--- config.mk ---
export PLATFORM = sky130hd
export DESIGN_NAME = vp_support_top
export DESIGN_NICKNAME = d
export VERILOG_FILES = /design/src/hdl/vp_pkg.sv /design/src/hdl/vp_cart_loader.sv /design/src/hdl/vp_clock_enables.sv /design/src/hdl/vp_key_translator.sv /design/src/hdl/vp_palette.sv /design/src/hdl/vp_rom_addr_map.sv /design/src/hdl/vp_support_top.sv
export VERILOG_INCLUDE_DIRS = /design/src /design/src/hdl
export SDC_FILE = /design/constraint.sdc
export NUM_CORES = 1
export LEC_CHECK = 0
export BUFFER_PORTS_ARGS = -buffer_cell sky130_fd_sc_hd__buf_4
export CORE_ASPECT_RATIO = 1.2
export CORE_MARGIN = 2
export CORE_UTILIZATION = 31
export DETAILED_ROUTE_END_ITERATION = 12
export HOLD_SLACK_MARGIN = 0.15
export PLACE_DENSITY = 0.47
export SYNTH_ARGS = -nofsm -noshare
export SYNTH_HDL_FRONTEND = slang
export SYNTH_SLANG_ARGS = --single-unit
--- constraint.sdc ---
create_clock -name clk_sys -period 3.4 [get_ports clk_sys]
set_input_delay 0 -clock clk_sys [delete_from_list [all_inputs] [get_ports clk_sys]]
set_output_delay 0 -clock clk_sys [all_outputs]
set_load 0.02 [all_outputs]
--- src/hdl/vp_settings.svh ---
`ifndef VP_SETTINGS_SVH
`define VP_SETTINGS_SVH

////////////////////////////////////////////////////////////
// Clock divider limits, last count before wrap
////////////////////////////////////////////////////////////

// CPU enable, 8 and 12 clk_sys periods
`define VP_CPU_LIM_NTSC 7
`define VP_CPU_LIM_PAL 11
// VDC enable, 6 and 10 clk_sys periods
`define VP_VDC_LIM_NTSC 5
`define VP_VDC_LIM_PAL 9
// Divider counter width
`define VP_DIV_W 4

////////////////////////////////////////////////////////////
// Download indexes and image sizes
////////////////////////////////////////////////////////////

// Index 2 loads an XROM image
`define VP_IDX_XROM 2
// Index 3 loads the VDC character font
`define VP_IDX_CHAR 3
// Sizes that select a bank layout
`define VP_SIZE_4K 4096
`define VP_SIZE_8K 8192
`define VP_SIZE_16K 16384

`endif

--- src/hdl/vp_pkg.sv ---
package vp_pkg;

	// Console side addresses
	typedef logic [11:0] cart_addr_t;
	typedef logic [13:0] rom_addr_t;
	typedef logic [8:0] char_addr_t;

	// Host download side
	typedef logic [24:0] dl_addr_t;
	typedef logic [7:0] dl_index_t;
	typedef logic [15:0] img_size_t;

	// Key record: toggle, pressed, extended, scan code
	typedef logic [10:0] ps2_key_t;
	// Joystick numpad buttons, digits 1..9 then 0
	typedef logic [9:0] numpad_t;
	typedef logic [7:0] ascii_t;

	// Red in the top byte
	typedef logic [23:0] rgb_t;

	////////////////////////////////////////////////////////////
	// Palettes, indexed by {R, G, B, luma}
	////////////////////////////////////////////////////////////

	// Calibrated RF television colours
	localparam rgb_t pal_tv_c [16] = '{
		24'h000000, 24'h676767,
		24'h1a37be, 24'h5c80f6,
		24'h006d07, 24'h56c469,
		24'h2aaabe, 24'h77e6eb,
		24'h790000, 24'hc75151,
		24'h94309f, 24'hdc84e8,
		24'h77670b, 24'hc6b86a,
		24'hcecece, 24'hffffff
	};

	// Saturated RGB monitor colours
	localparam rgb_t pal_rgb_c [16] = '{
		24'h000000, 24'h494949,
		24'h0000b6, 24'h4949ff,
		24'h00b601, 24'h49ff49,
		24'h00b6c9, 24'h49ffff,
		24'hb60000, 24'hff4949,
		24'hb600b6, 24'hff49ff,
		24'hb6b600, 24'hffff49,
		24'hb6b6b6, 24'hffffff
	};

endpackage

--- src/hdl/vp_cart_loader.sv ---
`timescale 1ns/1ps
`include "vp_settings.svh"

module vp_cart_loader (
	input  logic clk_sys,
	input  logic reset,
	input  logic dl_active_i,
	input  logic dl_wr_i,
	input  vp_pkg::dl_index_t dl_index_i,
	output vp_pkg::img_size_t img_size_o,
	output logic xrom_o,
	output logic cart_load_o,
	output logic cart_we_o,
	output logic char_we_o
);

	import vp_pkg::*;

	logic dl_active_q;
	logic dl_rise;
	logic is_char;
	logic is_cart;
	img_size_t img_size_q;
	logic xrom_q;

	// Start of a new download
	assign dl_rise = dl_active_i & ~dl_active_q;

	// Font goes to the char store, indexes below it to the cart store
	assign is_char = (dl_index_i == dl_index_t'(`VP_IDX_CHAR));
	assign is_cart = (dl_index_i < dl_index_t'(`VP_IDX_CHAR));

	always_ff @(posedge clk_sys or posedge reset) begin
		if (reset) begin
			dl_active_q <= 1'b0;
			img_size_q <= '0;
			xrom_q <= 1'b0;
		end else begin
			dl_active_q <= dl_active_i;
			if (dl_rise) begin
				// Fresh image, size restarts and XROM is decided once
				img_size_q <= '0;
				xrom_q <= (dl_index_i == dl_index_t'(`VP_IDX_XROM));
			end else if (dl_active_i && dl_wr_i) begin
				img_size_q <= img_size_q + 1'b1;
			end
		end
	end

	assign img_size_o = img_size_q;
	assign xrom_o = xrom_q;

	// Store strobes, no register stage
	assign cart_load_o = dl_active_i & is_cart;
	assign cart_we_o = dl_wr_i & is_cart;
	assign char_we_o = dl_wr_i & is_char;

	// Image larger than the counter would corrupt the bank layout
	a_size_no_wrap: assert property (
		@(posedge clk_sys) disable iff (reset)
		(dl_active_i && dl_wr_i && !dl_rise) |=> (img_size_o != '0)
	);

endmodule

--- src/hdl/vp_clock_enables.sv ---
`timescale 1ns/1ps
`include "vp_settings.svh"

module vp_clock_enables (
	input  logic clk_sys,
	input  logic reset,
	input  logic pal_i,
	output logic cpu_en_o,
	output logic vdc_en_o
);

	// Channel 0 drives the CPU, channel 1 the VDC
	localparam logic [`VP_DIV_W-1:0] lim_ntsc_c [2] = '{`VP_CPU_LIM_NTSC, `VP_VDC_LIM_NTSC};
	localparam logic [`VP_DIV_W-1:0] lim_pal_c [2] = '{`VP_CPU_LIM_PAL, `VP_VDC_LIM_PAL};

	logic pal_q;
	logic std_chg;
	logic en_q [2];

	// Previous video standard
	always_ff @(posedge clk_sys or posedge reset) begin
		if (reset) begin
			pal_q <= 1'b0;
		end else begin
			pal_q <= pal_i;
		end
	end

	// Standard switch restarts both dividers
	assign std_chg = pal_i ^ pal_q;

	for (genvar i = 0; i < 2; i++) begin : g_div
		logic [`VP_DIV_W-1:0] cnt_q;
		logic [`VP_DIV_W-1:0] lim;

		assign lim = pal_i ? lim_pal_c[i] : lim_ntsc_c[i];

		// Count 0..lim, pulse in the cycle after lim
		always_ff @(posedge clk_sys or posedge reset) begin
			if (reset) begin
				cnt_q <= '0;
				en_q[i] <= 1'b0;
			end else if (std_chg) begin
				cnt_q <= '0;
				en_q[i] <= 1'b0;
			end else if (cnt_q == lim) begin
				cnt_q <= '0;
				en_q[i] <= 1'b1;
			end else begin
				cnt_q <= cnt_q + 1'b1;
				en_q[i] <= 1'b0;
			end
		end

		// Enable is always a lone pulse, every limit is at least 1
		a_single_pulse: assert property (
			@(posedge clk_sys) disable iff (reset) en_q[i] |=> !en_q[i]
		);
	end

	assign cpu_en_o = en_q[0];
	assign vdc_en_o = en_q[1];

endmodule

--- src/hdl/vp_key_translator.sv ---
`timescale 1ns/1ps

module vp_key_translator (
	input  logic clk_sys,
	input  logic reset,
	input  vp_pkg::ps2_key_t ps2_key_i,
	input  vp_pkg::numpad_t joy_a_numpad_i,
	input  vp_pkg::numpad_t joy_b_numpad_i,
	output logic rx_ready_o,
	output logic rx_released_o,
	output vp_pkg::ascii_t rx_ascii_o
);

	import vp_pkg::*;

	// Scan code set 2 to keymap character with the extended bit ignored
	function automatic ascii_t scan_to_ascii(input logic [7:0] code);
		ascii_t ch;
		case (code)
			8'h16: ch = "1";
			8'h1e: ch = "2";
			8'h26: ch = "3";
			8'h25: ch = "4";
			8'h2e: ch = "5";
			8'h36: ch = "6";
			8'h3d: ch = "7";
			8'h3e: ch = "8";
			8'h46: ch = "9";
			8'h45: ch = "0";
			8'h1c: ch = "a";
			8'h32: ch = "b";
			8'h21: ch = "c";
			8'h23: ch = "d";
			8'h24: ch = "e";
			8'h2b: ch = "f";
			8'h34: ch = "g";
			8'h33: ch = "h";
			8'h43: ch = "i";
			8'h3b: ch = "j";
			8'h42: ch = "k";
			8'h4b: ch = "l";
			8'h3a: ch = "m";
			8'h31: ch = "n";
			8'h44: ch = "o";
			8'h4d: ch = "p";
			8'h15: ch = "q";
			8'h2d: ch = "r";
			8'h1b: ch = "s";
			8'h2c: ch = "t";
			8'h3c: ch = "u";
			8'h2a: ch = "v";
			8'h1d: ch = "w";
			8'h22: ch = "x";
			8'h35: ch = "y";
			8'h1a: ch = "z";
			8'h29: ch = " ";
			8'h79: ch = "+";
			8'h7b: ch = "-";
			8'h7c: ch = "*";
			8'h4a: ch = "/";
			8'h55: ch = "=";
			// GUI keys act as yes / no
			8'h1f: ch = 8'h11;
			8'h27: ch = 8'h12;
			// Enter and backspace
			8'h5a: ch = 8'd10;
			8'h66: ch = 8'd8;
			default: ch = 8'h00;
		endcase
		return ch;
	endfunction

	// Lowest held button wins and bit 9 is digit 0
	function automatic ascii_t numpad_digit(input numpad_t pad);
		ascii_t ch;
		ch = 8'h00;
		for (int i = 9; i >= 0; i--) begin
			if (pad[i])
				ch = (i == 9) ? "0" : ascii_t'("1" + i);
		end
		return ch;
	endfunction

	numpad_t numpad;
	numpad_t numpad_q;
	logic toggle_q;
	logic ps2_chg;
	logic joy_chg;

	// Either joystick may press a digit
	assign numpad = joy_a_numpad_i | joy_b_numpad_i;
	assign ps2_chg = ps2_key_i[10] ^ toggle_q;
	assign joy_chg = (numpad != numpad_q);

	always_ff @(posedge clk_sys or posedge reset) begin
		if (reset) begin
			toggle_q <= 1'b0;
			numpad_q <= '0;
			rx_ready_o <= 1'b0;
			rx_released_o <= 1'b0;
			rx_ascii_o <= '0;
		end else begin
			toggle_q <= ps2_key_i[10];
			numpad_q <= numpad;
			rx_ready_o <= ps2_chg | joy_chg;
			// Release needs both the keyboard and the pads idle
			rx_released_o <= ~ps2_key_i[9] & ~(|numpad);
			rx_ascii_o <= ps2_chg ? scan_to_ascii(ps2_key_i[7:0]) : numpad_digit(numpad);
		end
	end

	// Every event traces back to an input edge
	a_ready_cause: assert property (
		@(posedge clk_sys) disable iff (reset)
		rx_ready_o |-> ($past(ps2_key_i[10]) != $past(ps2_key_i[10], 2)) ||
			($past(numpad) != $past(numpad, 2))
	);

endmodule

--- src/hdl/vp_palette.sv ---
`timescale 1ns/1ps

module vp_palette (
	input  logic clk_sys,
	input  logic reset,
	input  logic [3:0] colour_code_i,
	input  logic rgb_mode_i,
	input  logic mono_i,
	output vp_pkg::rgb_t colour_o
);

	import vp_pkg::*;

	rgb_t colour_sel;
	logic [7:0] red;
	logic [7:0] green;
	logic [7:0] blue;
	logic [15:0] grey_sum;
	logic [7:0] grey;

	////////////////////////////////////////////////////////////
	// Table lookup
	////////////////////////////////////////////////////////////

	// Code is {R, G, B, luma} straight from the VDC
	assign colour_sel = rgb_mode_i ? pal_rgb_c[colour_code_i] : pal_tv_c[colour_code_i];

	assign red = colour_sel[23:16];
	assign green = colour_sel[15:8];
	assign blue = colour_sel[7:0];

	////////////////////////////////////////////////////////////
	// Black and white TV
	////////////////////////////////////////////////////////////

	// Luma weights in 1/256 units, sum is 256
	// Peak 255 * 256 still fits in 16 bits
	assign grey_sum = 16'd77 * red + 16'd150 * green + 16'd29 * blue;
	assign grey = grey_sum[15:8];

	// Single register stage to the video output
	always_ff @(posedge clk_sys or posedge reset) begin
		if (reset) begin
			colour_o <= '0;
		end else if (mono_i) begin
			colour_o <= {grey, grey, grey};
		end else begin
			colour_o <= colour_sel;
		end
	end

endmodule

--- src/hdl/vp_rom_addr_map.sv ---
`timescale 1ns/1ps
`include "vp_settings.svh"

module vp_rom_addr_map (
	input  logic cart_load_i,
	input  logic xrom_i,
	input  vp_pkg::img_size_t img_size_i,
	input  vp_pkg::dl_addr_t dl_addr_i,
	input  vp_pkg::cart_addr_t cart_addr_i,
	input  logic bs0_i,
	input  logic bs1_i,
	input  logic cs_n_i,
	input  logic psen_n_i,
	output vp_pkg::rom_addr_t rom_addr_o,
	output logic rom_rden_o
);

	import vp_pkg::*;

	rom_addr_t map_addr;

	////////////////////////////////////////////////////////////
	// Bank layout by image size
	////////////////////////////////////////////////////////////

	// Address bit 10 is not decoded by the cart slot except on XROM and 16K
	always_comb begin
		if (xrom_i) begin
			map_addr = {2'b00, cart_addr_i};
		end else begin
			case (img_size_i)
				img_size_t'(`VP_SIZE_4K):
					map_addr = {2'b00, bs0_i, cart_addr_i[11], cart_addr_i[9:0]};
				img_size_t'(`VP_SIZE_8K):
					map_addr = {1'b0, bs1_i, bs0_i, cart_addr_i[11], cart_addr_i[9:0]};
				// 12K images are stored padded to 16K
				img_size_t'(`VP_SIZE_16K):
					map_addr = {bs1_i, bs0_i, cart_addr_i};
				default:
					map_addr = {3'b000, cart_addr_i[11], cart_addr_i[9:0]};
			endcase
		end
	end

	// Host download owns the store address while loading
	assign rom_addr_o = cart_load_i ? dl_addr_i[13:0] : map_addr;

	// XROM reads on psen high unless the cart select and bank 0 line are both high
	assign rom_rden_o = xrom_i ? (psen_n_i & ~(cs_n_i & bs0_i)) : ~psen_n_i;

endmodule

--- src/hdl/vp_support_top.sv ---
`timescale 1ns/1ps

module vp_support_top (
	input  logic clk_sys,
	input  logic reset,
	input  logic pal_i,
	input  logic rgb_mode_i,
	input  logic mono_i,
	input  logic dl_active_i,
	input  logic dl_wr_i,
	input  vp_pkg::dl_index_t dl_index_i,
	input  vp_pkg::dl_addr_t dl_addr_i,
	input  vp_pkg::cart_addr_t cart_addr_i,
	input  logic bs0_i,
	input  logic bs1_i,
	input  logic cs_n_i,
	input  logic psen_n_i,
	input  vp_pkg::ps2_key_t ps2_key_i,
	input  vp_pkg::numpad_t joy_a_numpad_i,
	input  vp_pkg::numpad_t joy_b_numpad_i,
	input  logic [3:0] colour_code_i,
	output logic cpu_en_o,
	output logic vdc_en_o,
	output logic cart_we_o,
	output logic char_we_o,
	output vp_pkg::char_addr_t char_addr_o,
	output vp_pkg::rom_addr_t rom_addr_o,
	output logic rom_rden_o,
	output logic rx_ready_o,
	output vp_pkg::ascii_t rx_ascii_o,
	output logic rx_released_o,
	output vp_pkg::rgb_t colour_o
);

	import vp_pkg::*;

	// Loader state seen by the address mapper
	img_size_t img_size;
	logic xrom;
	logic cart_load;

	////////////////////////////////////////////////////////////
	// Clocking and cartridge store
	////////////////////////////////////////////////////////////

	vp_clock_enables i_vp_clock_enables (
		.clk_sys (clk_sys),
		.reset (reset),
		.pal_i (pal_i),
		.cpu_en_o (cpu_en_o),
		.vdc_en_o (vdc_en_o)
	);

	vp_cart_loader i_vp_cart_loader (
		.clk_sys (clk_sys),
		.reset (reset),
		.dl_active_i (dl_active_i),
		.dl_wr_i (dl_wr_i),
		.dl_index_i (dl_index_i),
		.img_size_o (img_size),
		.xrom_o (xrom),
		.cart_load_o (cart_load),
		.cart_we_o (cart_we_o),
		.char_we_o (char_we_o)
	);

	vp_rom_addr_map i_vp_rom_addr_map (
		.cart_load_i (cart_load),
		.xrom_i (xrom),
		.img_size_i (img_size),
		.dl_addr_i (dl_addr_i),
		.cart_addr_i (cart_addr_i),
		.bs0_i (bs0_i),
		.bs1_i (bs1_i),
		.cs_n_i (cs_n_i),
		.psen_n_i (psen_n_i),
		.rom_addr_o (rom_addr_o),
		.rom_rden_o (rom_rden_o)
	);

	// Font store is only written from the host, 512 bytes
	assign char_addr_o = dl_addr_i[8:0];

	////////////////////////////////////////////////////////////
	// Keyboard and video colour
	////////////////////////////////////////////////////////////

	vp_key_translator i_vp_key_translator (
		.clk_sys (clk_sys),
		.reset (reset),
		.ps2_key_i (ps2_key_i),
		.joy_a_numpad_i (joy_a_numpad_i),
		.joy_b_numpad_i (joy_b_numpad_i),
		.rx_ready_o (rx_ready_o),
		.rx_released_o (rx_released_o),
		.rx_ascii_o (rx_ascii_o)
	);

	vp_palette i_vp_palette (
		.clk_sys (clk_sys),
		.reset (reset),
		.colour_code_i (colour_code_i),
		.rgb_mode_i (rgb_mode_i),
		.mono_i (mono_i),
		.colour_o (colour_o)
	);

endmodule

==> results.py, run 1 <==
metrics = {
    "status": {
        "outcome": "complete, but fails checks",
        "failed_checks": "setup timing",
    },
    "die": {
        "pin_count": 153,
        "coreArea_sq_um": 27000,
        "std_cell_rows": 66,
        "die_x_um": 155,
        "initial_core_util_pct": 31.4,
        "die_h_um": 185,
        "die_area_sq_um": 28700,
    },
    "worst_setup_path": {
        "start_kind": "primary input",
        "worst_path_largest_cell_delay_ps": 520,
        "cp_top_family": "adder cells",
        "crit_slowest_cell": "fa_1",
        "cp_num_cells": 32,
        "criticalPathCategory": "in -> reg",
        "critPathMaxFanout": 5,
        "worstSetupEndpointType": "flip-flop",
        "worst-path-buf-inv": 8,
        "worstPathArrival_ps": 6590,
        "reg2reg_depth": 4,
        "required_ps": 3600,
    },
    "sta": {
        "slew-limit-headroom_pct": 29.4,
        "tns_ps": -67480,
        "setup_viol": 24,
        "rsz0062_at_grt": "yes",
        "finalWorstSetupSlack_ps": -2990,
        "drv_slew": 0,
        "fin_skew_ps": 7.70,
        "timing.fmax_mhz": 157,
        "fin_crit_sh_pct": 188,
        "hold_viol": 0,
        "tightest_slew_ps": 1060,
        "period_minus_slack_ps": 6390,
    },
    "yosys": {
        "syn_inst": 970,
        "synth.most_common_cell": "inv_1",
        "synth_fp_nets": 1221,
        "ys_types": 85,
        "ys_warn_count": 0,
        "yosys_most_used_dff": "dfrtp_1",
        "ys_async_sr_fraction_pct": 100,
        "avgSynthCellArea_sq_um": 8.74,
        "synth_area_leaders": "dfrtp_1, ha_1, fa_1",
        "synthTopCellsByCount": "inv_1, ha_1, nand2_1",
        "synth_top_area_share_pct": 21.5,
        "postSynthRegisterBits": 73,
        "yosys.area.top_type": "dfrtp_1",
        "syn_area_sq_um": 8480,
        "synth_edf_count": 0,
        "seq_area_frac_synth_pct": 21.5,
    },
    "routing": {
        "ant_nets": 0,
        "num_vias": 7771,
        "avgRoutedWirePerCell_um": 15.9,
        "via_per_inst": 4.84,
        "routed_wl_um": 25500,
        "drc": 0,
        "drt-initial-drc-count": 252,
        "first_pass_iters": 4,
    },
    "finish": {
        "drive_above_1_share_pct": 33.8,
        "n_antenna_cell": 0,
        "syn_to_final_growth_pct": 42.3,
        "nets": 1511,
        "finalInstanceArea_sq_um": 12100,
    },
    "global_route": {
        "grt_max_degree": 55,
        "antenna_found_initial": 0,
        "overflow": 0,
        "grt_pass1_vias": 8040,
        "grt_pass1_wl_um": 40900,
        "grtUsageTotal_pct": 18.1,
    },
    "run": {
        "drv_cap": 0,
    },
    "place": {
        "port_buffers": 139,
        "dp_hpwl_um": 20700,
        "place_area_sq_um": 11100,
        "gp_congestion": 0.856,
    },
    "clocking": {
        "cts_tree": "done",
        "numCtsBuffers": 9,
        "clock-sinks": 73,
        "cts_buffer_depth": 2,
        "htree_levels": 3,
        "clk_pin_slew_ps": 60,
        "clk_latency_ps": 340,
        "clock-root-buffer": "clkbuf_16",
    },
    "hold_path": {
        "hold_class": "in -> reg",
        "worstHoldPathCells": 4,
    },
}
==> placed cells by master, fill, tap and decap left out, types with 4 or more instances in the layout <==
master and instances:
o21a_1 4, mux2_4 5, nand3_1 18, o211ai_1 8
inv_2 14, mux2i_1 7, a22oi_1 6, a211oi_1 9
o21ai_1 7, a21oi_2 4, nand4_1 7, ha_4 16
and3_1 6, nand2_2 5, o21ai_2 7, ha_1 88
dlygate4sd3_1 34, inv_1 123, clkbuf_16 9, a21o_1 5
buf_4 285, dfrtp_1 73, nor2b_1 15, a21oi_1 52
buf_6 4, a31oi_1 12, nor2_1 60, or2_2 6
nand2b_1 9, xnor2_1 21, nand3b_1 7, fa_1 54
nor3_1 8, o22ai_1 6, mux2_2 11, nor4_1 6
o21ai_0 36, xor2_1 18, nand2_1 82
==> sequential cells by signal (all words and copies together), names as in the netlist <==
signal	count
i_vp_key_translator.numpad_q	10
i_vp_cart_loader.dl_active_q	1
i_vp_clock_enables.cpu_en_o	1
i_vp_palette.colour_o	24
i_vp_key_translator.toggle_q	1
i_vp_clock_enables.pal_q	1
i_vp_cart_loader.img_size_o	16
i_vp_key_translator.rx_ready_o	1
i_vp_clock_enables.g_div.cnt_q	8
i_vp_clock_enables.vdc_en_o	1
i_vp_key_translator.rx_released_o	1
i_vp_cart_loader.xrom_o	1
i_vp_key_translator.rx_ascii_o	7
==> cell families (layout without fill, tap and decap cells) <==
family	count (synthesis)	in the layout	synth area share, %
buffers and inverters	190	485	9.43
AO/OA/AOI/OAI	215	215	17.1
adder cells (fa/ha/maj)	160	160	28.5
XOR/XNOR	42	42	4.34
multiplexers	26	26	3.78
AND/OR/NAND/NOR	263	263	15.3
other	1	1	0.0442
flip-flops	73	73	21.5
==> layer usage <==
| metal | vias up | wire, um | track usage (%) |
|---|---|---|---|
| li1 | 3857 | - | - |
| met4 | 0 | 623 | 6.19 |
| met2 | 186 | 12900 | 33.7 |
| met3 | 34 | 1200 | 2.13 |
| met1 | 3694 | 10700 | 21.6 |
| met5 | - | 0 | 0 |
==> final cells by class <==
class,count,area (sq um)
Fill cell,2679,14900
Multi-Input combinational cell,707,6370
Timing Repair Buffer,325,2560
Sequential cell,73,1830
Inverter,144,558
Tap cell,340,425
Clock buffer,9,225
Clock inverter,7,95.1
==> worst register-to-register path, cell delays in order (launching register included) <==
cell	delay, ps
dfrtp_1	450
nor2b_1	840
nand4b_1	160
dlygate4sd3_1	610
o21ai_0	70
==> stage by stage <==
step           hold slack, ps  instances  setup WS, ps  utilization [%]
5_1_grt                   205       1605         -3320             44.7
3_5_place_dp              141       1542         -3530             40.9
2_1_floorplan            31.4        970         -3150                -
4_1_cts                   162       1601         -3040             44.4
6_report                  167       1605         -2990             44.7
3_3_place_gp              138       1542         -3400             40.9
==> final timing paths <==
kind	from	end	slack [ps]
max reg2reg	i_vp_cart_loader.dl_active_q	i_vp_cart_loader.xrom_o	1180
min in group asynchronous	reset	i_vp_key_translator.numpad_q[3]	400
max	colour_code_i[0]	i_vp_palette.colour_o[22]	-2990
max in group asynchronous	reset	i_vp_cart_loader.img_size_o[6]	2190
min	joy_b_numpad_i[7]	i_vp_key_translator.rx_ascii_o[3]	170
min reg2reg	i_vp_clock_enables.g_div[0].cnt_q[0]	i_vp_clock_enables.g_div[0].cnt_q[0]	490
==> timing repair <==
item,CTS,global route
hold buffers,34,0
endpoints found under the setup margin,24,24
setup buffers,10,6
pin swaps,26,22
hold endpoints to repair,100,0
gates resized for setup,48,17
Power of run 1 is not shown: default switching activity piles up to over one toggle a cycle in this logic, so the estimate is an artifact.
==> inputs of run 2 (changes only) <==
--- a/config.mk
+++ b/config.mk
@@ -6,13 +6,13 @@
 export SDC_FILE = /design/constraint.sdc
 export NUM_CORES = 1
 export LEC_CHECK = 0
+export ABC_AREA = 1
 export BUFFER_PORTS_ARGS = -buffer_cell sky130_fd_sc_hd__buf_4
 export CORE_ASPECT_RATIO = 1.2
 export CORE_MARGIN = 2
 export CORE_UTILIZATION = 31
 export DETAILED_ROUTE_END_ITERATION = 12
 export HOLD_SLACK_MARGIN = 0.15
-export PLACE_DENSITY = 0.47
 export SYNTH_ARGS = -nofsm -noshare
 export SYNTH_HDL_FRONTEND = slang
 export SYNTH_SLANG_ARGS = --single-unit
==> run 2 against run 1 <==
  * The flow still finishes with violations (setup timing)
  * Count of clock-buffer cells in the layout rose by 3
  * Utilization increased by 0.57 points
  * Synthesized area shrank 0.86%
  * Clock skew is 1.7 ps lower
  * Cell area is 0.97% higher
  * Via count up 9.1%
  * Register-to-register slack better by 80 ps
  * Synthesized cell count up 15%
  * Critical path depth is 1 higher
  * Global-route usage up 0.49 points
  * Critical endpoint is now i_vp_palette.colour_o[23]
==> results.py, run 2 <==
metrics = {
    "clocking": {
        "numCtsBuffers": 9,
        "clock-root-buffer": "clkbuf_16",
        "clk_latency_ps": 340,
        "clk_pin_slew_ps": 70,
        "clock-sinks": 73,
        "htree_levels": 3,
        "cts_tree": "done",
        "cts_buffer_depth": 2,
    },
    "finish": {
        "drive_above_1_share_pct": 30.8,
        "syn_to_final_growth_pct": 44.9,
        "layout_common_cells": "buf_4, inv_1, nand2_1",
        "finalInstanceArea_sq_um": 12200,
        "multi_input_area_sq_um": 6060,
        "final.fill_count": 2625,
        "n_antenna_cell": 0,
        "layout_commonest_cell": "buf_4",
        "largest-register": "i_vp_palette.colour_o",
        "nets": 1683,
        "largest_reg_flops": 24,
        "regArea_sq_um": 1830,
    },
    "worst_setup_path": {
        "reg2reg_depth": 6,
        "criticalPathCategory": "in -> reg",
        "cp-startpoint": "colour_code_i[1]",
        "crit_slowest_cell": "fa_1",
        "critPathMaxFanout": 5,
        "reg2reg_from": "i_vp_cart_loader.dl_active_q",
        "start_kind": "primary input",
        "cpMostUsedCell": "ha_4",
        "worstSetupEndpointType": "flip-flop",
        "r2r-end": "i_vp_cart_loader.xrom_o",
        "rrSetupSlack_ps": 1260,
        "worstPathArrival_ps": 6220,
        "worst_path_largest_cell_delay_ps": 540,
        "required_ps": 3620,
        "worstSetupEndpoint": "i_vp_palette.colour_o[23]",
    },
    "die": {
        "pin_count": 153,
        "initial_core_util_pct": 31.2,
        "die_area_sq_um": 28500,
        "die_x_um": 154,
        "std_cell_rows": 66,
        "die_h_um": 184,
        "coreArea_sq_um": 26900,
    },
    "status": {
        "failed_checks": "setup timing",
        "outcome": "complete, but fails checks",
    },
    "yosys": {
        "synth.most_common_cell": "inv_1",
        "synthAdderAreaFrac_pct": 28.7,
        "synthTopCellsByCount": "inv_1, nand2_1, ha_1",
        "synthMuxAreaShare_pct": 0,
        "synth_compound_area_share_pct": 12.6,
        "ys_async_sr_fraction_pct": 100,
        "synth-simple-area-share_pct": 22.7,
        "synth_area_leaders": "dfrtp_1, ha_1, fa_1",
        "synth_xor_area_share_pct": 2.08,
        "yosys_most_used_dff": "dfrtp_1",
        "seq_area_frac_synth_pct": 21.7,
        "synth_top_area_share_pct": 21.7,
        "synth_fp_nets": 1363,
        "synth_top_family_by_area": "adder cells",
        "postSynthRegisterBits": 73,
        "syn_area_sq_um": 8410,
        "ys_warn_count": 0,
        "ys_types": 55,
        "avgSynthCellArea_sq_um": 7.56,
        "yosys.area.top_type": "dfrtp_1",
        "synth_edf_count": 0,
        "syn_inst": 1112,
    },
    "sta": {
        "fin_crit_sh_pct": 176,
        "drv_slew": 0,
        "hold_slack_ps": 208,
        "finalWorstSetupSlack_ps": -2590,
        "rsz0062_at_grt": "yes",
        "period_minus_slack_ps": 5990,
        "tns_ps": -59120,
        "timing.fmax_mhz": 167,
        "slew-limit-headroom_pct": 40.8,
        "tightest_slew_ps": 887,
        "setup_viol": 24,
        "fin_skew_ps": 6.02,
        "hold_viol": 0,
    },
    "routing": {
        "drc": 0,
        "ant_nets": 0,
        "routed_wl_um": 25800,
        "avgRoutedWirePerCell_um": 14.5,
        "via_per_inst": 4.77,
        "drt-initial-drc-count": 424,
        "num_vias": 8475,
        "first_pass_iters": 7,
    },
    "global_route": {
        "overflow": 0,
        "grtUsageTotal_pct": 18.6,
        "grt_max_degree": 49,
        "antenna_found_initial": 1,
        "grt_pass1_vias": 8795,
        "grt_pass1_wl_um": 42500,
    },
    "place": {
        "dpl_worst_slack_ps": -3130,
        "port_buffers": 139,
        "gp_congestion": 0.895,
        "place_area_sq_um": 11200,
        "dp_hpwl_um": 20900,
    },
    "run": {
        "drv_cap": 0,
    },
    "hold_path": {
        "hold_class": "in -> out",
        "holdCritStartpoint": "dl_addr_i[6]",
    },
}
## run 2: cell count changes in the layout (fill, tap and decap cells not counted), moves of 13 or more
cell	change
nor2_1	+13
nand3_1	+34
nand2_2	+15
inv_1	+79
nor2b_1	-15
nand2_1	+118
## run 2: area by class of cell
cell class,count,area share (%)
multi-input combinational,785,49.8
tap,340,3.49
sequential,73,15.0
timing repair buffer,339,22.1
clock buffer,12,2.19
inverter,224,7.03
clock inverter,4,0.411
## run 2: through the flow
stage	std cells	utilization (%)
floorplan	1112	-
global placement	1716	41.6
detailed placement	1716	41.6
CTS	1776	45.0
global route	1777	45.3
finish	1777	45.3
## run 2: timing repair
action                                 in CTS  in global routing
hold buffers                               39                  0
pin swaps                                  41                 14
gates cloned                                0                  0
setup buffers                               5                  2
resized for setup                          45                 19
setup endpoints to repair                  24                 24
endpoints found under the hold margin      99                  0
## run 2: per-layer routing
metal	GRT usage (%)	up-vias	routed length [um]
met5	0	-	13
met4	5.22	2	564
met3	3.13	47	1340
met2	35.5	254	13200
met1	21.4	3932	10700
li1	-	4240	-
## run 2: worst min-delay path by stage
stage	cells past startpoint	endpoint	slack [ps]
2_1_floorplan	0	i_vp_cart_loader.dl_active_q	30
3_3_place_gp	1	i_vp_key_translator.toggle_q	130
3_5_place_dp	1	i_vp_cart_loader.dl_active_q	130
4_1_cts	2	char_addr_o[6]	210
5_1_grt	2	char_addr_o[6]	210
6_report	2	char_addr_o[6]	210
## run 2: logic make-up (layout without fill, tap and decap cells)
kind of cell             after synthesis  after routing
other                                  1              1
AO/OA/AOI/OAI                        177            177
XOR/XNOR                              20             20
adder cells (fa/ha/maj)              160            160
AND/OR/NAND/NOR                      427            427
flip-flops                            73             73
buffers and inverters                254            579
## run 2: worst max-delay path, delay by kind of cell
kind | cells | cell delay (ps)
adders and majority gates | 12 | 4300
buffers and inverters | 9 | 600
AOI/OAI and AO/OA | 4 | 550
xor gates and xnor gates | 1 | 160
and+or+nand+nor | 7 | 610
Power of run 2 is left out for the same reason.
